==> config.mk <==
export PLATFORM = sky130hd
export DESIGN_NAME = icache_data_array
export DESIGN_NICKNAME = d
export VERILOG_FILES = /design/src/design/icache_cfg_pkg.sv /design/src/design/icache_data_array.sv
export SDC_FILE = /design/constraint.sdc
export NUM_CORES = 2
export LEC_CHECK = 0
export CAP_MARGIN = 20
export CORE_MARGIN = 1.5
export CORE_UTILIZATION = 40
export DETAILED_ROUTE_END_ITERATION = 12
export DONT_BUFFER_PORTS = 1
export SYNTH_ARGS = -nofsm -noshare
export SYNTH_HDL_FRONTEND = slang
export SYNTH_SLANG_ARGS = --single-unit
==> constraint.sdc <==
create_clock -name clk -period 7.2 [get_ports clk]
set_input_delay 0.72 -clock clk [delete_from_list [all_inputs] [get_ports clk]]
set_output_delay 0.72 -clock clk [all_outputs]
set_load 0.005 [all_outputs]
==> src/design/icache_cfg_pkg.sv <==
/*
 * Cache geometry and datapath widths shared by the design.
 * Fetch address and word are fixed at 32 bits and one line is one 128-bit refill beat.
 * Tags are full width. The sets and ways defaults can be overridden at the top level.
 */

package icache_cfg_pkg;

   //////////////////////////////////////////////////////////
   // Datapath types
   //////////////////////////////////////////////////////////

   // Byte address from the fetch port
   typedef logic [31:0]  fetch_addr_t;

   // One instruction word
   typedef logic [31:0]  fetch_data_t;

   // One cache line, same as one refill beat
   typedef logic [127:0] line_t;

   // Word position inside a line
   typedef logic [1:0]   word_sel_t;

   //////////////////////////////////////////////////////////
   // Geometry
   //////////////////////////////////////////////////////////

   // Byte offset bits below the set index (16-byte line)
   localparam int unsigned LINE_OFFSET_BITS = 4;

   // Default associativity
   localparam int unsigned DEFAULT_NB_WAYS  = 2;

   // Default number of sets
   localparam int unsigned DEFAULT_NB_SETS  = 16;

endpackage

==> src/design/icache_data_array.sv <==
/*
 * Line storage, one 128-bit line per way and set.
 * All ways of a set are read together, one cycle after rd_en_i.
 * Contents are undefined until written by a refill.
 */

`timescale 1ns/1ps

module icache_data_array
   import icache_cfg_pkg::*;
#(
   parameter int unsigned NB_WAYS = DEFAULT_NB_WAYS,
   parameter int unsigned NB_SETS = DEFAULT_NB_SETS,
   localparam int unsigned IDX_W  = $clog2(NB_SETS),
   localparam int unsigned WAY_W  = $clog2(NB_WAYS)
) (
   input  logic                clk,

   input  logic                rd_en_i,
   input  logic [IDX_W-1:0]    rd_index_i,
   output line_t [NB_WAYS-1:0] rd_line_o,

   input  logic                wr_en_i,
   input  logic [WAY_W-1:0]    wr_way_i,
   input  logic [IDX_W-1:0]    wr_index_i,
   input  line_t               wr_line_i
);

   line_t line_mem [NB_WAYS][NB_SETS];

   always_ff @(posedge clk) begin
      // Read every way of the set for the tag compare
      if (rd_en_i) begin
         for (int w = 0; w < NB_WAYS; w++) begin
            rd_line_o[w] <= line_mem[w][rd_index_i];
         end
      end
      // Whole line per refill
      if (wr_en_i) begin
         line_mem[wr_way_i][wr_index_i] <= wr_line_i;
      end
   end

endmodule

# Word-level counts from Yosys, hierarchy flattened
# Memories as Yosys holds them, arrays and structs flattened.
# Index checks and enable logic that the tools add are counted.
# op_classes
n_lt_le_gt_ge,3
n_mux,10
bitwise,2
n_reduce_logical,1
# ops
cell,n
2048-bit two-way mux,1
128-bit binary-select mux with 4-bit select,2
128-bit two-way mux,5
128-bit demux with 4-bit select,1
"5-bit greater-or-equal comparator, second input constant",2
4-bit NOT with 5-bit output,2
"5-bit by 1-bit less-than comparator with 1-bit output, second input constant",1
1-bit logical AND,1
1-bit two-way mux,1
# word_totals
ff_bits,256
ram_bits,4096
inputBits,140
out_inout_bits,256
elab_cells,19
mem_count,1
# mem_list
memory,words,word_bits,rd,rd_clocked_by_memory_dff,wr,line,text
line_mem,2,2048,2,0,1,icache_data_array.sv:29,line_t line_mem [NB_WAYS][NB_SETS];

# Depth between registers and ports, before layout
# depth
depth_word,6
depth_mapped,8
mapped_depth_nobuf,3

# Worst setup path before layout
# No wires, ideal clock.
# synth_path
kind,input to register
start,input port wr_index_i[3]
end,memory line_mem[0][1536] in the netlist's numbering (enable)
setup_ns,0.617
t_arrival_ns,6.702
required_ns,6.583
path_slack_ns,-0.119
path_stages,3
path_buffers,1
cell_sequence,or3b_2 clkbuf_1 nor2_1
# synth_between
elab_chain_cells,6
elab_cells_between_ends,7
classes_between,order compare (2); mux (3); bitwise (1); reduce/logical (1)
# synth_rtl
item,line,text
"start, declared",icache_data_array.sv:25,"input logic [IDX_W-1:0] wr_index_i,"
4-bit NOT with 5-bit output (not written as such) *,icache_data_array.sv:40,line_mem[wr_way_i][wr_index_i] <= wr_line_i;
5-bit greater-or-equal comparator (not written as such) / 5-bit by 1-bit less-than comparator with 1-bit output (equally long branches),icache_data_array.sv:40,
1-bit logical AND (not written as such),icache_data_array.sv:40,
128-bit two-way mux (not written as such),icache_data_array.sv:40,
128-bit demux with 4-bit select *,icache_data_array.sv:40,
2048-bit two-way mux (not written as such) *,icache_data_array.sv:40,
"end, declared",icache_data_array.sv:29,
# Mark *: on every way between the ends. The rest lies on a longest branch, timed or not.

# Worst setup path after layout
# layout_path
start,input port rd_index_i[1]
end,"register rd_line_o[91] in the netlist's numbering, data pin"
# layout_between
elab_chain_cells,4
# layout_rtl
item,line,text
"start, declared",icache_data_array.sv:20,"input logic [IDX_W-1:0] rd_index_i,"
4-bit NOT with 5-bit output (not written as such),icache_data_array.sv:35,rd_line_o[w] <= line_mem[w][rd_index_i];
128-bit binary-select mux with 4-bit select,icache_data_array.sv:35,
128-bit two-way mux (not written as such) (2 in a row),icache_data_array.sv:35,
"end signal, assigned by index",icache_data_array.sv:35,
"end, declared",icache_data_array.sv:21,"output line_t [NB_WAYS-1:0] rd_line_o,"
# Every way passes these cells. The select of a mux whose other input is x is not followed.
# A chain may end at the register's enable or synchronous reset.

==> metrics.md <==
| Metric | Value |
|---|---|
| Final min period | around 3.4 ns |
| Met2 global-route usage | about a third |
| EDFF count, synth | between 4000 and 5000 |
| Post-synthesis cell area | ~160000 sq um |
| Tot Pwr | between 50000 and 60000 uW |
| Share of cells above drive strength 1 | 25.9% |
| Crit path capture type | register |
| Clock Skew | 0.0503 ns |
| Distinct cells, synth | 27 |
| Setup CP Type | primary input to register |
| RSZ-0062 raised after global routing | no |
| Critical path origin | rd_index_i[1] |
| Post-place setup slack | between 2 and 3 ns |
| CTS buffer count | roughly 430 |
| Area contributors post-synth | edfxtp_1, mux4_2, a22oi_1 |
| Maxcap violations | 0 |
| Sw Share | a little over a fifth |
| Drc violations | 0 |
| First-pass GRT wire length | 597000 um |
| Max VDD drop | 0.000204 V |
| Hold Crit Start | wr_line_i[57] |
| Global routing's busiest layer | met2 |
| Fin. max-slew vios | 0 |
| # IOs | a little under 400 |
| Period utilization | ~47% |
| Logic pwr share | 4.3% |
| CTS root buffer | clkbuf_16 |
| Final wirelength | between 400000 and 500000 um |
| TritonRoute pass-1 iters | 5 |
| Psw | 11200 uW |
| Die footprint | between 400000 and 500000 sq um |
| Post-synthesis sequential area ratio | approximately 81% |
| Pin count of the biggest net entering global routing | between 300 and 400 |
| Fillers | 32800 |
| Clock latency on the worst-skew pair | 1.00 ns |
| Post-layout util | roughly 46% |
| Area delta synth->final | 14.8% |
| Slew margin rel. | 1.27% |
| Least-Margin Pin Slew | around 1.5 ns |
| Sequential power share | a little over half |
| Biggest area consumer among synthesized cells | edfxtp_1 |
| Clk sink count | 4352 |
| GPL Wtd Cong | between 0.7 and 0.8 |
| R2r startpoint | line_mem[1][1504]$_DFFE_PP_ |
| Final Instance Count excl. Fillers | about 13000 |
| Outcome | complete, no violations |
| CTS H-Tree Depth | 5 |
| GRT met1 Usage | ~28% |
| Most frequent cell after synthesis | edfxtp_1 |
| Critical Path RT | just under 8 ns |
| Yosys Warn Count | 0 |
| Width of the die | approximately 640 um |
| M3 GR Usage | 4.68% |
| Max Freq | 0.292 GHz |
| Power per cell area | about 280 nW/um^2 |
| Initial antenna violation count | 48 |
| Port bufs | 0 |
| Total Routing Usage GR | approximately a fifth |
| WL/cell | roughly 33 um |
| Core area | around 400000 sq um |
| Final hold viol count | 0 |
| Synthesized area per cell | ~24 sq um |
| Routed vias/inst | slightly below 6 |
| Max Root-Sink Buffers | 4 |
| Final WS setup | between 3 and 4 ns |
| Vias in the first global route | 77000 |
| # rows | about 230 |
| Starting Density | between 40 and 50% |
| Main synth FF type | edfxtp_1 |
| Post-synth top area share | roughly four fifths |
| Post-synthesis sequential element count | ~4400 |
| Initial DRC count | around 9000 |
| Post-synth ARST share | 0% |
| Final ANT Viol Nets | 0 |
| Clock power frac | between 40 and 50% |
| Worst path arrival time | a little over 4 ns |
| Chip height | 639 um |
| Clk slew on worst S/H paths | about 0.060 ns |
| Hold WC Path Type | primary input to register |
| DP Wirelength | around 210000 um |
| Placed Area | around 170000 sq um |
| CTS tree | yes |
| Commonest cells post-synth | edfxtp_1, mux4_2, a22oi_1 |
| Power Internal | 41600 uW |
| CTS resizes | 0 |
| Vias | approximately 75000 |
| Nets@finish | 7316 |
| Synth Net Count | between 6000 and 7000 |
| Placed insts | approximately 12000 |
| Remaining global-route overflow | 0 |
| Startpoint Class | primary input |
| Mapped Cells | between 6000 and 7000 |
| Final setup fails | 0 |
| Static Leakage | 0.0575 uW |
| Finished Cell Area | approximately 190000 sq um |
| CP Max Fanout | 169 |
what timing repair did:
| action | in CTS | in global routing |
|---|---|---|
| hold buffers | 175 | 0 |
| setup buffers | 0 | 0 |
| hold endpoints to repair | 4147 | 0 |
worst max-delay path, stage by stage:
cell and delay, ns:
buf_16 0.53, buf_16 0.65, buf_16 0.68, nor2b_4 0.33, a221oi_1 0.40, a22oi_1 0.15
flip-flops by register name (all words and copies together), names as in the netlist:
register / count
line_mem: 4096
rd_line_o: 256
final timing paths:
path | end | slack [ns] | cells past startpoint
hold reg to reg | rd_line_o[163]$_DFFE_PP_ | 0.72 | 3
setup reg to reg | rd_line_o[224]$_DFFE_PP_ | 5.47 | 3
hold / removal | line_mem[1][57]$_DFFE_PP_ | 0.07 | 1
setup / recovery | rd_line_o[91]$_DFFE_PP_ | 3.78 | 6
metrics by stage:
stage	hold WS (ns)	TNS (ns)
finish	0.0687	0
detailed placement	0.730	0
floorplan	0.710	-122.10
CTS	0.00337	0
global route	0.0326	0
global placement	0.730	0
layout make-up:
class / instances / area, sq um / share of cell area, %
Antenna cell: 14 / 35.0 / 0.0189
Clock buffer: 527 / 11100 / 6.00
Clock inverter: 257 / 2550 / 1.37
Multi-Input combinational cell: 2033 / 29400 / 15.9
Sequential cell: 4352 / 131000 / 70.4
Tap cell: 5405 / 6760 / 3.64
Timing Repair Buffer: 360 / 5110 / 2.75
power by group through the flow:
stage / Combinational, uW / Sequential [uW] / Clock [uW]
after global routing: 2400 / 28600 / 23200
after floorplan: 1270 / 29000 / 0
final: 2260 / 28600 / 21900
after detailed placement: 1730 / 29200 / 0
after global placement: 1720 / 29200 / 0
after CTS: 2210 / 28600 / 22300
layout by cell type, fill, tap and decap left out, types with 7 or more instances in the layout:
cell,n
a221oi_1,16
a22oi_1,402
buf_12,88
buf_16,32
buf_4,85
buf_8,10
bufinv_16,34
clkbuf_1,96
clkbuf_16,446
clkinv_1,99
clkinv_16,12
clkinv_2,73
clkinvlp_4,16
diode_2,14
dlygate4sd3_1,129
edfxtp_1,4352
inv_16,7
mux2_2,144
mux2i_1,70
mux4_2,936
nand2_1,175
nand2b_1,17
nor2_4,35
nor2b_1,63
o21ai_0,29
o21ai_1,16
o221ai_1,62
o22a_1,22
o22ai_1,10
cell families (layout without fill, tap and decap cells):
kind of cell,Yosys count,after routing,synth area share [%]
multiplexers,1150,1150,14.5
AO/OA/AOI/OAI,562,562,2.62
buffers and inverters,361,1144,1.23
flip-flops,4352,4352,80.8
other,0,14,0
AND/OR/NAND/NOR,321,321,0.913
routing by layer:
metal | routed length [um] | share of wire [%]
met1 | 171000 | 40
met2 | 210000 | 49
met3 | 36700 | 8.5
met4 | 13100 | 3.0
met5 | 143 | 0.033
Note: power is estimated with default switching activity, not from simulation.
