### config.mk
export PLATFORM = sky130hd
export DESIGN_NAME = icache_tag_array
export DESIGN_NICKNAME = d
export VERILOG_FILES = /design/src/design/icache_cfg_pkg.sv /design/src/design/icache_tag_array.sv
export SDC_FILE = /design/constraint.sdc
export NUM_CORES = 1
export LEC_CHECK = 0
export BUFFER_PORTS_ARGS = -buffer_cell sky130_fd_sc_hd__buf_2
export CORE_ASPECT_RATIO = 2
export CORE_UTILIZATION = 62
export DETAILED_ROUTE_END_ITERATION = 12
export PLACE_DENSITY = 0.83
export SYNTH_ARGS = -nofsm -noshare
export SYNTH_HDL_FRONTEND = slang
export SYNTH_SLANG_ARGS = --single-unit
### constraint.sdc
create_clock -name clk -period 1.8 [get_ports clk]
set_input_delay 0.09 -clock clk [delete_from_list [all_inputs] [get_ports clk]]
set_output_delay 0.09 -clock clk [all_outputs]
set_load 0.02 [all_outputs]
### src/design/icache_cfg_pkg.sv
/*
 * Cache geometry and datapath widths shared by the design.
 * Fetch address and word are fixed at 32 bits and one line is one 128-bit refill beat.
 * Tags are full width. The sets and ways defaults can be overridden at the top level.
 */

package icache_cfg_pkg;

   //////////////////////////////////////////////////////////
   // Datapath types
   //////////////////////////////////////////////////////////

   // Byte address from the fetch port
   typedef logic [31:0]  fetch_addr_t;

   // One instruction word
   typedef logic [31:0]  fetch_data_t;

   // One cache line, same as one refill beat
   typedef logic [127:0] line_t;

   // Word position inside a line
   typedef logic [1:0]   word_sel_t;

   //////////////////////////////////////////////////////////
   // Geometry
   //////////////////////////////////////////////////////////

   // Byte offset bits below the set index (16-byte line)
   localparam int unsigned LINE_OFFSET_BITS = 4;

   // Default associativity
   localparam int unsigned DEFAULT_NB_WAYS  = 2;

   // Default number of sets
   localparam int unsigned DEFAULT_NB_SETS  = 16;

endpackage

### src/design/icache_tag_array.sv
/*
 * Tag and valid storage, one entry per way and set.
 * Reads are registered and data appears one cycle after rd_en_i. A same-edge write is not seen.
 * Reset and flush clear every valid bit in one cycle. Tag contents are kept.
 */

`timescale 1ns/1ps

module icache_tag_array
   import icache_cfg_pkg::*;
#(
   parameter int unsigned NB_WAYS = DEFAULT_NB_WAYS,
   parameter int unsigned NB_SETS = DEFAULT_NB_SETS,
   localparam int unsigned IDX_W  = $clog2(NB_SETS),
   localparam int unsigned TAG_W  = $bits(fetch_addr_t) - LINE_OFFSET_BITS - IDX_W,
   localparam int unsigned WAY_W  = $clog2(NB_WAYS)
) (
   input  logic                          clk,
   input  logic                          rst_n,

   input  logic                          rd_en_i,
   input  logic [IDX_W-1:0]              rd_index_i,
   output logic [NB_WAYS-1:0][TAG_W-1:0] rd_tag_o,
   output logic [NB_WAYS-1:0]            rd_valid_o,

   input  logic                          wr_en_i,
   input  logic [WAY_W-1:0]              wr_way_i,
   input  logic [IDX_W-1:0]              wr_index_i,
   input  logic [TAG_W-1:0]              wr_tag_i,

   input  logic                          flush_i
);

   logic [TAG_W-1:0]                  tag_mem [NB_WAYS][NB_SETS];
   logic [NB_WAYS-1:0][NB_SETS-1:0]   valid_q;

   //////////////////////////////////////////////////////////
   // Valid bits
   //////////////////////////////////////////////////////////

   always_ff @(posedge clk or negedge rst_n) begin
      if (!rst_n) begin
         valid_q    <= '0;
         rd_valid_o <= '0;
      end else begin
         if (rd_en_i) begin
            for (int w = 0; w < NB_WAYS; w++) begin
               rd_valid_o[w] <= valid_q[w][rd_index_i];
            end
         end
         // Flush wins over a refill in the same cycle
         if (flush_i) begin
            valid_q <= '0;
         end else if (wr_en_i) begin
            valid_q[wr_way_i][wr_index_i] <= 1'b1;
         end
      end
   end

   //////////////////////////////////////////////////////////
   // Tag storage
   //////////////////////////////////////////////////////////

   always_ff @(posedge clk) begin
      if (rd_en_i) begin
         for (int w = 0; w < NB_WAYS; w++) begin
            rd_tag_o[w] <= tag_mem[w][rd_index_i];
         end
      end
      if (wr_en_i) begin
         tag_mem[wr_way_i][wr_index_i] <= wr_tag_i;
      end
   end

endmodule

# Word level (Yosys, flattened, before mapping)
# Memory sizes are Yosys's and may differ from the RTL's.
# Cells that the tools add are included.
[totals]
romBits = 0
ram_bits = 768
mem_count = 1
output_inout_bits = 50
elab_cells = 41
reg_bits = 82
input_bits = 38
latch_bits = 0
[classes]
n_reduce_logical = 4
shift = 0
div = 0
eq_ne = 0
n_lt_le_gt_ge = 8
add_sub_neg = 0
n_mux = 20
bitwise = 3
mul = 0
[memory_table]
columns = ["memory", "depth", "word_bits", "rd", "rd_ports_with_merged_regs", "write_ports", "line_no", "rtl"]
rows = [
  ["tag_mem", 2, 384, 2, 0, 1, "icache_tag_array.sv:34", "logic [TAG_W-1:0] tag_mem [NB_WAYS][NB_SETS];"],
]
[ops]
columns = ["op", "n"]
rows = [
  ["$mux 384", 1],
  ["$bmux 24 s4", 2],
  ["$mux 24", 5],
  ["$demux 24 s4", 1],
  ["$mux 32", 2],
  ["$or 32x32->32", 1],
  ["$demux 16 s1", 1],
  ["$mux 16", 1],
  ["$ge 5x5->1 const B", 2],
  ["$lt 4x5->1 const B", 2],
  ["$not 4->5", 2],
  ["$bmux 1 s4", 2],
  ["$lt 5x1->1 const B", 1],
  ["$demux 1 s4", 1],
  ["$ge 4x1->1 const B", 1],
  ["$mux 1", 4],
  ["$logic_and 1x1->1", 3],
  ["$lt 1x2->1 const B", 1],
  ["$reduce_bool 2->1", 1],
  ["$ge 1x1->1 const B", 1],
]

# Longest topological paths before layout
# Gate-level depths: netlist (run 1).
[depth]
depth_word = 9
mapped_depth = 6
ltp_nobuf = 4

# Worst setup path after synthesis (run 1)
# Ideal clock, no wire load.
[synth_path]
kind = "input -> register"
from = "in wr_way_i"
to = "mem tag_mem[0][288] in the netlist's numbering (enable)"
n_path_buf = 0
path_slack_ns = -0.510
path_stages = 2
setup_time_ns = 0.406
t_arrival_ns = 1.904
required_time_ns = 1.394
path_cell_list = "or4b_2 nor2_1"
[synth_rtl]
columns = ["element", "line_no", "rtl"]
rows = [
  ["start: declaration", "icache_tag_array.sv:27", "input logic [WAY_W-1:0] wr_way_i,"],
  ["end: declaration", "icache_tag_array.sv:34", ""],
]
# No word-level cell before the write port.

==> impl_metrics.ini, run 1 <==
[synth]
yosys.area_share.adder_pct = 0
synth_area_leader_cell = edfxtp_1
yosys.area_share.simple_pct = 1.43
yosys-top-cells-area = edfxtp_1 (76%), mux4_2 (14%), mux4_1 (3.7%)
synthMuxAreaShare_pct = 18.2
synth_seq_area_share_pct = 79.1
ys_types = 20
syn_area_mm2 = 0.0321
synth_compound_area_share_pct = 0
avgSynthCellArea_um2 = 25.1
syn_inst = 1276
yosysWarnings = 0
yosys.area.top_type_share_pct = 76.4
ys_ff_latch = 850
synthXorXnorAreaFrac_pct = 0
synth_top_family_by_area = multiplexers
mappedNetlistNets = 1314

[timing]
hold_viol_final = 0
grt_setup_unrepaired = no
slew_viol_final = 0
maxSlewHeadroom_pct = 46.7
fmax_mhz = 575
period_minus_slack_ps = 1740
post-route-period-util_pct = 96.6
worst_pin_slew_ps = 800
whs_ps = 43.1
setup_viol_count_final = 0
skew_ps = 22.4

[floorplanning]
die_width_um = 163
start_util_pct = 62.9
die_h_um = 324
core_area_mm2 = 0.0509
die_area_mm2 = 0.0527
num_rows = 117
pin_count = 88

[finish]
final_cells = 2201
antenna_cells = 0
nNetsFinal = 1530
final_common_cell = edfxtp_1
area_delta_synth_final_pct = 15.2
fin_area_mm2 = 0.0369
final_core_util_pct = 72.5
drive_gt1_share_pct = 33.7
final_cell_mix = edfxtp_1 (816), mux4_2 (203), buf_2 (84)

[worst_setup_path]
max_stage_delay_ps = 570
end_kind = flop
critical_path.max_fanout = 1
worstPathCellList = mux4_1 -> mux4_2
cp.required_ps = 2160
regToRegStartpoint = tag_mem[1][88]
reg2reg_to = rd_tag_o[40]
rr_worst_depth = 2
ff2ff_setup_slack_ps = 60
crit_path_start_kind = flop
slowest_stage = mux4_1
worstSetupPathType = reg -> reg
cp.arrival_ps = 2100

[power_and_ir_drop]
power.leakage_uw = 0.0121
power_uw = 39400
powerDensity_mw_per_mm2 = 1070
ir_drop_uv = 827

[routing]
drtAntennaViolNets = 0
drt_iter0_markers = 1786
num_vias = 15300
route.detailed.drc = 0
drtPass1Iterations = 5
wl_per_cell_um = 34.5
via_per_inst = 6.95
wl_um = 76000

[cts]
cts_sinks = 850
root_buffer = clkbuf_16
cts_hold_buf = 26
cts_setup_buffers = 0
clk_pin_slew_ps = 70
cts_buffer_depth = 3
insertion_delay_ps = 630
cts_tree = yes
htreeDepth = 3
cts_buffers = 68
cts_resized = 0

[worst_hold_path]
holdPathStages = 2
min_to = rd_tag_o[6]
min_from = rd_en_i
holdCritPathClass = in -> reg

[global_routing]
grt_max_degree = 51
grtUsageTotal_pct = 30.3
grt_pass1_wl_um = 110000
antenna_found_initial = 0
grt_remaining_overflow = 0
grt_pass1_vias = 15900

[placed_design]
portBuffers = 87
dpl-instance-area_mm2 = 0.0345
dp_cells = 2050
dp_hpwl_um = 40300
gp_congestion = 0.741

[status]
status = finished clean

[job]
maxCapViolations = 0
area by class of cell:
class	count	area [um^2]
clock buffer	85	1800
clock inverter	40	400
fill	2646	14000
multi-input combinational	364	6410
sequential	850	25400
tap	654	818
timing repair buffer	208	2140
cell usage after synthesis (all sizes together):
cell       n
mux4     248
nand4      1
mux2i      6
or4b       1
nand4bb    3
dfrtp     34
clkbuf    20
mux2       2
nand2b     2
edfxtp   816
nand4b     3
nor2      96
or2        1
nand2      1
buf       42
cells by family (layout without fill, tap and decap cells):
logic type | after synthesis | in the layout
buf+inv | 62 | 333
flops | 850 | 850
simple gates | 108 | 108
mux | 256 | 256
state kept, by name (all words and copies together), names as in the netlist:
| name | flops |
|---|---|
| valid_q | 32 |
| rd_valid_o | 2 |
| tag_mem | 768 |
| rd_tag_o | 48 |
worst max-delay path by stage:
stage	endpoint	startpoint	cells past startpoint
6_report	rd_tag_o[40]	tag_mem[1][88]	2
3_3_place_gp	rd_tag_o[5]	rd_index_i[0]	5
3_5_place_dp	rd_tag_o[19]	rd_index_i[0]	5
2_1_floorplan	tag_mem[0][264]	wr_index_i[0]	3
5_1_grt	rd_tag_o[19]	tag_mem[0][67]	2
4_1_cts	rd_tag_o[19]	tag_mem[0][67]	2
where the power goes:
group	internal, uW	switching, uW	total, uW	leakage, uW
Combinational	935	1160	2100	0.00313
Clock	8190	6950	15100	0.00107
Sequential	22000	132	22100	0.00786
worst max-delay path, delay by kind of cell (launching register included):
kind	cells	cell delay [ps]
mux	2	1060
flops	1	410
stage by stage:
stage	setup TNS (ps)	worst slack [ps]
detailed placement	-3870	-133
finish	0	61.9
global placement	-1640	-68.7
global route	0	37.5
CTS	0	31.8
floorplan	-83920	-243
metal layers:
layer	track usage [%]	vias to the layer above	part of all wire (%)
met4	15.9	0	5.1
met3	4.45	239	7.4
met2	52.7	1080	54
met1	36.9	8048	33
li1	-	5922	-
met5	0	-	0
Note: power is estimated with default switching activity, not from simulation.
==> inputs of run 2 (changes only) <==
Settings changed: CORE_UTILIZATION 62 to 45, PLACE_DENSITY 0.83 to 0.65.
==> run 2 against run 1 <==
Cell area up 1.5%; non-clock buffer count rose by 7; first-iteration DRC count shrank 33%; setup slack improved by 86 ps; utilization fell by 19 points; clock power is essentially flat; critical endpoint is now rd_tag_o[35].
==> impl_metrics.ini, run 2 (synthesis results as in run 1) <==
[cts]
clk_pin_slew_ps = 70
cts_buffer_depth = 3
cts_sinks = 850
htreeDepth = 3
cts_tree = yes
insertion_delay_ps = 630
cts_setup_buffers = 0
cts_resized = 0
cts_buffers = 67
root_buffer = clkbuf_16

[timing]
worst_pin_slew_ps = 796
whs_ps = 25.5
fmax_mhz = 605
post-route-period-util_pct = 91.8
grt_setup_unrepaired = no
period_minus_slack_ps = 1650
setup_viol_count_final = 0
worst_slack_ps = 148
maxSlewHeadroom_pct = 47.0
slew_viol_final = 0
hold_viol_final = 0
skew_ps = 25.3

[power_and_ir_drop]
power.leakage_uw = 0.0121
intPower_uw = 31400
ir_drop_uv = 601
p_sw_share_pct = 20.5
combPwrFrac_pct = 5.2
powerDensity_mw_per_mm2 = 1050
pwr-share-seq_pct = 56.0
switchingPower_uw = 8080
power_uw = 39500
clockPowerShare_pct = 38.7

[routing]
drt_iter0_markers = 1191
via_per_inst = 5.74
drtPass1Iterations = 7
num_vias = 14100
wl_per_cell_um = 28.4
route.detailed.drc = 0
drtAntennaViolNets = 0
wl_um = 69900

[placed_design]
gp_congestion = 0.734
dp_worst_setup_slack_ps = -119
dp_cells = 2313
portBuffers = 87
dp_hpwl_um = 40200

[global_routing]
grt_pass1_vias = 15200
grt_remaining_overflow = 0
grt_pass1_wl_um = 102000
top_usage_layer = met2
antenna_found_initial = 0
grtUsageTotal_pct = 20.1
grt_util_met1_pct = 23.7
grt_max_degree = 46
gr-usage-met2_pct = 37.1
met3_usage_pct = 2.70

[job]
maxCapViolations = 0

[worst_setup_path]
end_kind = flop
crit_path_start_kind = flop
cp.arrival_ps = 2000
worstSetupPathType = reg -> reg
critical_path.max_fanout = 1
cp.required_ps = 2150

[finish]
area_delta_synth_final_pct = 16.9
largest_reg_flops = 768
antenna_cells = 0
nNetsFinal = 1536
largest-register = tag_mem
final_cell_mix = edfxtp_1 (816), mux4_2 (203), buf_2 (84)
largest_registers = tag_mem (768), rd_tag_o (48), valid_q (32)
final_common_cell = edfxtp_1
drive_gt1_share_pct = 34.1
final_cells = 2463

[floorplanning]
start_util_pct = 45.4
pin_count = 88
num_rows = 138
die_h_um = 379
core_area_mm2 = 0.0706
die_width_um = 191
die_area_mm2 = 0.0724

[status]
status = finished clean

[worst_hold_path]
holdCritPathClass = in -> reg
## run 2: through the flow
stage	util (%)	cell area, um^2	TNS, ps
global route	53.1	37500	0
floorplan	-	32100	-83920
global placement	49.5	34900	-2270
finish	53.1	37500	0
detailed placement	49.5	34900	-3270
CTS	53.1	37500	0
## run 2: cell type report
| type | count | area (um^2) |
|---|---|---|
| clock buffer | 81 | 1780 |
| multi-input combinational | 364 | 6530 |
| sequential | 850 | 25400 |
| fill | 5197 | 33200 |
| timing repair buffer | 215 | 2180 |
| tap | 910 | 1140 |
| clock inverter | 43 | 480 |
## run 2: worst max-delay path, cell delays in order, from the launching register on
cell	delay (ps)
edfxtp_1	370
mux4_1	520
mux4_2	490
## run 2: final timing paths
path                                start             to  slack [ps]  depth (start not counted)
setup / recovery           tag_mem[1][59]   rd_tag_o[35]         150                          2
hold / removal                    rd_en_i    rd_tag_o[7]          30                          1
setup reg to reg           tag_mem[1][59]   rd_tag_o[35]         150                          2
hold reg to reg               valid_q[21]    valid_q[21]         500                          2
max in group asynchronous           rst_n    valid_q[30]        1200                          2
min in group asynchronous           rst_n  rd_valid_o[0]          80                          2
## run 2: what timing repair did
item,in CTS,in global routing
hold buffers,26,0
hold endpoints to repair,834,0
endpoints found under the setup margin,0,0
## run 2: routing by layer
| layer | wire length [um] | share of wire, % |
|---|---|---|
| met3 | 3090 | 4.4 |
| met1 | 25700 | 37 |
| met2 | 39300 | 56 |
| met4 | 1800 | 2.6 |
| met5 | 0 | 0 |
## run 2: power groups by stage
stage               clock network [uW]  registers [uW]  logic (uW)
floorplan                            0           22600        1030
global placement                     0           22500        2020
global route                     16200           22100        2220
CTS                              15600           22100        2120
finish                           15300           22100        2070
detailed placement                   0           22600        2070
