==> src/design/icache_cfg_pkg.sv <==
/*
 * Cache geometry and datapath widths shared by the design.
 * Fetch address and word are fixed at 32 bits and one line is one 128-bit refill beat.
 * Tags are full width. The sets and ways defaults can be overridden at the top level.
 */

package icache_cfg_pkg;

   //////////////////////////////////////////////////////////
   // Datapath types
   //////////////////////////////////////////////////////////

   // Byte address from the fetch port
   typedef logic [31:0]  fetch_addr_t;

   // One instruction word
   typedef logic [31:0]  fetch_data_t;

   // One cache line, same as one refill beat
   typedef logic [127:0] line_t;

   // Word position inside a line
   typedef logic [1:0]   word_sel_t;

   //////////////////////////////////////////////////////////
   // Geometry
   //////////////////////////////////////////////////////////

   // Byte offset bits below the set index (16-byte line)
   localparam int unsigned LINE_OFFSET_BITS = 4;

   // Default associativity
   localparam int unsigned DEFAULT_NB_WAYS  = 2;

   // Default number of sets
   localparam int unsigned DEFAULT_NB_SETS  = 16;

endpackage

==> src/design/icache_ctrl_pkg.sv <==
/*
 * Control encodings for the resolve stage.
 * The word selection constants assume four 32-bit words per line.
 */

package icache_ctrl_pkg;

   // Resolve stage FSM
   typedef enum logic [2:0] {
      RUN,
      REFILL_REQ,
      REFILL_WAIT,
      REFILL_WRITE,
      FLUSH
   } resolve_state_t;

   //////////////////////////////////////////////////////////
   // Refill word extraction
   //////////////////////////////////////////////////////////

   // Lowest address bit of the word select field
   localparam int unsigned WORD_SEL_LSB   = 2;

   // Words carried by one refill beat
   localparam int unsigned WORDS_PER_LINE = 4;

endpackage

==> src/design/icache_resolve_stage.sv <==
/*
 * Second pipeline stage: tag compare, response register, refill and flush control.
 * One refill is outstanding at a time. The victim way comes from a round-robin counter.
 * After a refill write or a flush the held lookup item is replayed before it is resolved.
 */

`timescale 1ns/1ps

module icache_resolve_stage
   import icache_cfg_pkg::*, icache_ctrl_pkg::*;
#(
   parameter int unsigned NB_WAYS = DEFAULT_NB_WAYS,
   parameter int unsigned NB_SETS = DEFAULT_NB_SETS,
   localparam int unsigned IDX_W  = $clog2(NB_SETS),
   localparam int unsigned TAG_W  = $bits(fetch_addr_t) - LINE_OFFSET_BITS - IDX_W,
   localparam int unsigned WAY_W  = $clog2(NB_WAYS)
) (
   input  logic                          clk,
   input  logic                          rst_n,

   // Lookup item and array read data
   input  logic                          lookup_valid_i,
   input  fetch_addr_t                   lookup_addr_i,
   input  logic [NB_WAYS-1:0][TAG_W-1:0] rd_tag_i,
   input  logic [NB_WAYS-1:0]            rd_valid_i,
   input  line_t [NB_WAYS-1:0]           rd_line_i,

   output logic                          fetch_rvalid_o,
   output fetch_data_t                   fetch_rdata_o,
   output logic                          stall_o,
   output logic                          replay_o,

   // L2 refill port
   output logic                          refill_req_o,
   input  logic                          refill_gnt_i,
   output fetch_addr_t                   refill_addr_o,
   input  logic                          refill_r_valid_i,
   input  line_t                         refill_r_data_i,

   // Array write port
   output logic                          wr_en_o,
   output logic [WAY_W-1:0]              wr_way_o,
   output logic [IDX_W-1:0]              wr_index_o,
   output logic [TAG_W-1:0]              wr_tag_o,
   output line_t                         wr_line_o,

   input  logic                          flush_icache_i,
   output logic                          flush_o,
   output logic                          cache_is_flushed_o
);

   resolve_state_t   state_q;
   resolve_state_t   state_d;
   logic             flush_pend_q;
   logic             replay_q;
   logic             flushed_q;
   logic             refill_valid_q;
   line_t            refill_line_q;
   logic [WAY_W-1:0] victim_q;

   logic [NB_WAYS-1:0] hit_way;
   logic               hit;
   line_t              hit_line;
   logic [TAG_W-1:0]   lookup_tag;
   logic [IDX_W-1:0]   lookup_index;
   word_sel_t          word_sel;
   logic               rvalid_d;
   fetch_data_t        rdata_d;

   // Word of a line at a given position
   function automatic fetch_data_t pick_word(line_t line_v, word_sel_t sel);
      fetch_data_t word;
      word = '0;
      for (int i = 0; i < WORDS_PER_LINE; i++) begin
         if (sel == word_sel_t'(i)) begin
            word = line_v[i*$bits(fetch_data_t) +: $bits(fetch_data_t)];
         end
      end
      return word;
   endfunction

   // Address fields of the held item
   assign lookup_index = lookup_addr_i[LINE_OFFSET_BITS +: IDX_W];
   assign lookup_tag   = lookup_addr_i[LINE_OFFSET_BITS + IDX_W +: TAG_W];
   assign word_sel     = lookup_addr_i[WORD_SEL_LSB +: $bits(word_sel_t)];

   //////////////////////////////////////////////////////////
   // Tag compare
   //////////////////////////////////////////////////////////

   always_comb begin
      hit_line = '0;
      for (int w = 0; w < NB_WAYS; w++) begin
         hit_way[w] = rd_valid_i[w] && (rd_tag_i[w] == lookup_tag);
         // At most one way hits, so an OR merge selects it
         if (hit_way[w]) begin
            hit_line = hit_line | rd_line_i[w];
         end
      end
      hit = |hit_way;
   end

   //////////////////////////////////////////////////////////
   // Resolve FSM
   //////////////////////////////////////////////////////////

   always_comb begin
      state_d      = state_q;
      stall_o      = 1'b0;
      replay_o     = 1'b0;
      refill_req_o = 1'b0;
      wr_en_o      = 1'b0;
      flush_o      = 1'b0;
      rvalid_d     = 1'b0;
      rdata_d      = pick_word(hit_line, word_sel);
      case (state_q)
         RUN: begin
            if (flush_pend_q) begin
               // Hold the item, its read data goes stale at the flush
               stall_o = 1'b1;
               state_d = FLUSH;
            end else if (replay_q) begin
               stall_o  = 1'b1;
               replay_o = 1'b1;
            end else if (lookup_valid_i && !hit) begin
               stall_o = 1'b1;
               state_d = REFILL_REQ;
            end else begin
               rvalid_d = lookup_valid_i;
            end
         end
         REFILL_REQ: begin
            stall_o      = 1'b1;
            refill_req_o = 1'b1;
            if (refill_gnt_i) begin
               state_d = REFILL_WAIT;
            end
         end
         REFILL_WAIT: begin
            stall_o = 1'b1;
            if (refill_valid_q) begin
               state_d = REFILL_WRITE;
            end
         end
         REFILL_WRITE: begin
            // Answer from the captured line and release the lookup stage
            wr_en_o  = 1'b1;
            rvalid_d = 1'b1;
            rdata_d  = pick_word(refill_line_q, word_sel);
            state_d  = RUN;
         end
         FLUSH: begin
            stall_o = 1'b1;
            flush_o = 1'b1;
            state_d = RUN;
         end
         default: begin
            state_d = RUN;
         end
      endcase
   end

   // Held item stays stable through the miss
   assign refill_addr_o = {lookup_addr_i[$bits(fetch_addr_t)-1:LINE_OFFSET_BITS],
                           {LINE_OFFSET_BITS{1'b0}}};

   assign wr_way_o   = victim_q;
   assign wr_index_o = lookup_index;
   assign wr_tag_o   = lookup_tag;
   assign wr_line_o  = refill_line_q;

   assign cache_is_flushed_o = flushed_q;

   //////////////////////////////////////////////////////////
   // State registers
   //////////////////////////////////////////////////////////

   always_ff @(posedge clk or negedge rst_n) begin
      if (!rst_n) begin
         state_q        <= RUN;
         flush_pend_q   <= 1'b0;
         replay_q       <= 1'b0;
         flushed_q      <= 1'b0;
         refill_valid_q <= 1'b0;
         victim_q       <= '0;
         fetch_rvalid_o <= 1'b0;
      end else begin
         state_q        <= state_d;
         replay_q       <= (state_q == REFILL_WRITE) || (state_q == FLUSH);
         refill_valid_q <= refill_r_valid_i;
         fetch_rvalid_o <= rvalid_d;
         // A pulse seen during the FLUSH cycle starts another flush
         if (state_q == FLUSH) begin
            flush_pend_q <= flush_icache_i;
         end else if (flush_icache_i) begin
            flush_pend_q <= 1'b1;
         end
         if (state_q == FLUSH) begin
            flushed_q <= 1'b1;
         end else if (state_q == REFILL_WRITE) begin
            flushed_q <= 1'b0;
         end
         // Round-robin victim, moves on every line write
         if (state_q == REFILL_WRITE) begin
            victim_q <= victim_q + 1'b1;
         end
      end
   end

   // Refill beat and response word
   always_ff @(posedge clk) begin
      if (refill_r_valid_i) begin
         refill_line_q <= refill_r_data_i;
      end
      if (rvalid_d) begin
         fetch_rdata_o <= rdata_d;
      end
   end

endmodule

==> config.mk <==
export PLATFORM = sky130hd
export DESIGN_NAME = icache_resolve_stage
export DESIGN_NICKNAME = d
export VERILOG_FILES = /design/src/design/icache_cfg_pkg.sv /design/src/design/icache_ctrl_pkg.sv /design/src/design/icache_resolve_stage.sv
export SDC_FILE = /design/constraint.sdc
export NUM_CORES = 1
export LEC_CHECK = 0
export ABC_AREA = 1
export BUFFER_PORTS_ARGS = -buffer_cell sky130_fd_sc_hd__buf_2
export CORE_AREA = 5 5 272 274
export DETAILED_ROUTE_END_ITERATION = 7
export DIE_AREA = 0 0 277 279
export SETUP_SLACK_MARGIN = 0.15
export SLEW_MARGIN = 25
export SYNTH_ARGS = -nofsm -noshare
export SYNTH_HDL_FRONTEND = slang
export SYNTH_SLANG_ARGS = --single-unit
==> constraint.sdc <==
create_clock -name clk -period 3.55 [get_ports clk]
set_input_delay 0.355 -clock clk [delete_from_list [all_inputs] [get_ports clk]]
set_output_delay 0.355 -clock clk [all_outputs]
set_load 0.1 [all_outputs]
---- Word level (Yosys, flattened, before mapping) ----
Cells that the tools add are included.
word-level totals
  register bits after elaboration ......... 169
  latch bits .............................. 0
  RAM bits ................................ 0
  bits in read-only memories .............. 0
  bits of input ports ..................... 472
  memories kept ........................... 0
operators by class
  add/subtract/negate cells ............... 1
  $mul .................................... 0
  divide/modulo/power cells ............... 0
  $lt $le $gt $ge ......................... 0
  eq/ne operators ......................... 13
  shift operators ......................... 0
  multiplexer cells ....................... 35
  bitwise operators ....................... 1
  reduce and logical (&&, ||, !) cells .... 12
operator list
  kind                 number
  $mux 32              9
  $mux 128             2
  $or 128x128->128     1
  $eq 24x24->1         2
  $mux 1               16
  $mux 3               5
  $pmux 3 s3           1
  $eq 3x2->1 const B   2
  $ne 3x3->1 const B   2
  $eq 2x2->1 const B   2
  $ne 2x2->1 const B   2
  $pmux 1 s2           2
  $reduce_and 4->1     1
  $reduce_bool 2->1    2
  $eq 3x1->1 const B   1
  $eq 3x3->1 const B   1
  $logic_and 1x1->1    3
  $logic_not 3->1      1
  $reduce_or 3->1      1
  $eq 2x1->1 const B   1
  $logic_not 2->1      1
  $reduce_or 2->1      1
  $add 1x1->1 const B  1
  $logic_not 1->1      1
  $logic_or 1x1->1     1

---- Logic depth before layout (Yosys ltp) ----
  depth in word-level cells ............... 10
  gate-level depth with buffers ........... 17
  mapped depth without buffers ............ 16

---- Least setup slack after synthesis ----
No wires, ideal clock.
  path type ............................... input-to-reg
  from .................................... input port lookup_addr_i[21]
  to ...................................... register fetch_rdata_o[0] (enable)
  data arrival time ....................... 3.660 ns
  required time ........................... 3.082 ns
  setup slack ............................. -0.577 ns
  stages on the path ...................... 10
  path buffers ............................ 1
  cell sequence ........................... inv_1 nor2_1 nor3_1 nand3_1 nor2_4 nand2_2 inv_2 buf_2 nor2_1 o21ai_0
between the ends
  word-level cells in the longest chain between the ends .. 9
ends and longest elaborated chain
  what                    RTL line                     text
  start: declaration      icache_resolve_stage.sv:23   input fetch_addr_t lookup_addr_i,
  $eq 24x24->1            icache_resolve_stage.sv:94   hit_way[w] = rd_valid_i[w] && (rd_tag_i[w] == lookup_tag);
  $logic_and 1x1->1       icache_resolve_stage.sv:94
  $reduce_or 2->1 *       icache_resolve_stage.sv:100  hit = |hit_way;
  $logic_not 1->1 *       icache_resolve_stage.sv:125  end else if (lookup_valid_i && !hit) begin
  $logic_and 1x1->1 *     icache_resolve_stage.sv:125
  $mux 1 *                icache_resolve_stage.sv:125
  $mux 1 *                icache_resolve_stage.sv:122  end else if (replay_q) begin
  $mux 1 *                icache_resolve_stage.sv:118  if (flush_pend_q) begin
  $pmux 1 s2 *            icache_resolve_stage.sv:116  case (state_q)
  via rvalid_d            icache_resolve_stage.sv:67   logic rvalid_d;
  end signal: assignment  icache_resolve_stage.sv:216  fetch_rdata_o <= rdata_d;
  end: declaration        icache_resolve_stage.sv:29   output fetch_data_t fetch_rdata_o,
The timed path passes the listed nets; every way through them passes the cells marked *.
A chain may end at the register's enable or synchronous reset.

---- Worst setup path after layout ----
  from .................................... input port lookup_addr_i[26]
  to ...................................... output port stall_o
between the ends
  word-level cells in the longest chain between the ends .. 9
ends and longest elaborated chain
  what                 RTL line                     text
  $eq 24x24->1         icache_resolve_stage.sv:94
  $logic_and 1x1->1    icache_resolve_stage.sv:94
  $reduce_or 2->1 *    icache_resolve_stage.sv:100
  $logic_not 1->1 *    icache_resolve_stage.sv:125
  $logic_and 1x1->1 *  icache_resolve_stage.sv:125
  $mux 1 *             icache_resolve_stage.sv:125
  $mux 1 *             icache_resolve_stage.sv:122
  $mux 1 *             icache_resolve_stage.sv:118
  $pmux 1 s2 *         icache_resolve_stage.sv:116
  end: declaration     icache_resolve_stage.sv:30   output logic stall_o,
Every way passes the cells marked *; elsewhere a longest branch is shown, timed or not.

==> out/metrics.cfg <==
[synth]
synth_top_area_share = 0.4484
ys.warnings.count = 0
ys_ff_latch = 169
synthArstFlopShare = 0.05325
avgSynthCellArea_um2 = 7.478
synth_edf_count = 160
synth.cell_area_um2 = 10720
synth.largest_area_cell = edfxtp_1
synth_flop_cell = edfxtp_1
yosysSeqAreaShare = 0.4694
syn_inst = 1433
ys_top_cells_by_area = edfxtp_1, nand2_1, nand3_1
yosysUniqueCellTypes = 31

[grt]
grt_max_degree = 130
grt_pass1_wl_um = 83820
grt_usage = 0.1458
grt_overflow = 0
antenna_found_initial = 8
grt_pass1_vias = 12580

[sta]
fin_crit_ns = 2.808
tightestPinTransition_ns = 0.9562
clock_skew_ns = 0.02028
rsz0062_at_grt = no
tns_ns = 0
finalSetupViolations = 0
fin_crit_sh = 0.7910
hold_violations = 0
setup_slack_ns = 0.7420
slew_violations = 0
clock.fmax_mhz = 356.1
slew_headroom = 0.3558

[cts]
cts_made_buffers = 17
clock_path_buffers = 2
clkSinkCount = 169
clk_pin_slew_ns = 0.07
insertion_delay_ns = 0.49
cts_root_buf = clkbuf_16
cts_resized = 0
htree_levels = 4
cts_tree = yes

[drt]
wl_met2_um = 28680
ant_nets = 0
route.final.wire_length_um = 59840
wl_met1_um = 25150
drt_iter0_markers = 797
viasPerCell = 4.054
num_vias = 12640
highest_layer = met5
wl_per_cell_um = 19.20
drcViolationCount = 0
dr.pass1.iters = 5
routed-wl-met3_um = 4628

[finish]
drive_gt1_frac = 0.3541
nets = 2625
finalInstanceArea_um2 = 16710
fillers = 7938
utilization = 0.2350
syn2layout_area_growth_pct = 55.94
fin_cells = 3117

[pwr]
leakagePower_nw = 8.253
cellPowerDensity_nw_per_um2 = 443.5
vdd_drop_max_mv = 0.3483

[setup_path]
startpoint_type = input port
cp.arrival_ns = 2.45
required_ns = 3.19
cpMostUsedCell = nand2_1
worst_path_max_delay_cell = nor2_4
crit_family = simple AND/OR/NAND/NOR gates
end_kind = output pin
path_cells = buf_2, inv_2, nand2_1, nand2_1, inv_1, nand2_1, nor2_1, nand2_1, nor2_4, nand2_2, nand3_1, nand3_1, nand2_1, nand4_1, buf_2
crit_type = in -> out
crit_path_max_fanout = 21
crit_buf_inv = 4
cp_slowest_stage_delay_ns = 0.48

[run]
cap_violations = 0

[hold_path]
min_path_type = in -> reg

[die]
die_area_um2 = 77280
rows = 98
ios = 700
die_x_um = 277
start_util = 0.1507
coreArea_um2 = 71120
die_h_um = 279

[place]
routabilityCongestion = 0.9341
numPortBuffers = 681
dpl_worst_slack_ns = 0.5707
place_area_um2 = 14930
dp.cells = 2970
post-dp-hpwl_um = 47380

[outcome]
outcome = finished clean

==> synth_stat cells, types with 2 or more instances <==
| cell | n |
|---|---|
| xnor2_1 | 10 |
| inv_1 | 110 |
| nor2_4 | 3 |
| nand2_1 | 642 |
| buf_2 | 33 |
| o22ai_1 | 2 |
| nor2_1 | 59 |
| inv_2 | 8 |
| nand2_2 | 2 |
| dfrtp_1 | 9 |
| buf_1 | 8 |
| a22o_1 | 28 |
| nand3b_1 | 3 |
| nor3_1 | 5 |
| nand3_1 | 169 |
| buf_4 | 66 |
| nand4_1 | 35 |
| a22oi_1 | 8 |
| edfxtp_1 | 160 |
| a21oi_1 | 20 |
| clkbuf_1 | 22 |
| xor2_1 | 2 |
| o21ai_0 | 21 |
==> flip-flops by register name, indices dropped and copies added (netlist names) <==
name,cells
cache_is_flushed_o,1
fetch_rdata_o,32
fetch_rvalid_o,1
flush_pend_q,1
refill_valid_q,1
replay_q,1
state_q,3
wr_line_o,128
wr_way_o,1
==> per-layer routing <==
metal	vias up	GRT usage
met4	6	0.04154
li1	6052	-
met1	5857	0.1856
met5	-	0
met3	85	0.03980
met2	636	0.2442
==> cells in the final DEF, fill, tap and decap left out, types with 7 or more instances in the layout <==
cell,n
nand2_1,642
edfxtp_1,160
xnor2_1,10
nor2_4,7
a22o_1,28
buf_2,680
a22oi_1,8
inv_1,109
buf_4,26
nand4_1,35
dlygate4sd3_1,114
clkbuf_16,17
buf_12,7
o21ai_0,20
nand3_1,169
dfrtp_1,9
inv_2,9
a21oi_1,20
nor2_1,56
==> through the flow <==
step	power [mW]	hold slack, ns
global placement	5.277	0.2180
floorplan	4.546	0.05941
detailed placement	5.287	0.2171
finish	7.411	0.05832
CTS	7.514	0.0003024
global route	7.728	0.01512
==> path summary, 6_finish.rpt <==
check                                      from           endpoint  slack (ns)  cells after the start
max in group asynchronous                 rst_n     refill_valid_q        3.10                      2
min                        refill_r_data_i[124]     wr_line_o[124]        0.06                      1
min in group asynchronous                 rst_n         state_q[1]        0.26                      2
max                           lookup_addr_i[26]            stall_o        0.74                     15
max reg2reg                          state_q[1]  fetch_rdata_o[23]        1.33                      8
min reg2reg                            wr_way_o           wr_way_o        0.48                      1
==> final cells by class <==
class	count	area, µm²	share of cell area
flip-flops and latches	169	5030	0.3010
repair buffers	827	4880	0.2920
multi-input cells	1019	4527	0.2709
well taps	950	1189	0.07113
inverters	119	447.9	0.02681
clock buffers	17	425.4	0.02546
clock inverters	15	209.0	0.01250
diodes	1	2.502	0.0001498
==> where the power goes <==
group	internal [mW]	total [mW]	leakage (nW)	switching (mW)
Sequential	2.39	2.51	1.66	0.116
Combinational	0.597	2.83	6.29	2.23
Clock	0.983	2.07	0.304	1.09
==> what timing repair did <==
action / CTS / global route
setup buffers: 0 / 0
hold endpoints to repair: 122 / 0
hold buffers: 114 / 0
==> kinds of logic after synthesis <==
| group | Yosys count | share of synthesized area |
|---|---|---|
| other | 1 | 0.0003500 |
| buffers and inverters | 248 | 0.1138 |
| xor gates and xnor gates | 12 | 0.009808 |
| DFF | 169 | 0.4694 |
| AOI/OAI and AO/OA | 83 | 0.05138 |
| and+or+nand+nor | 920 | 0.3552 |
(Power assumes the default switching activity.)
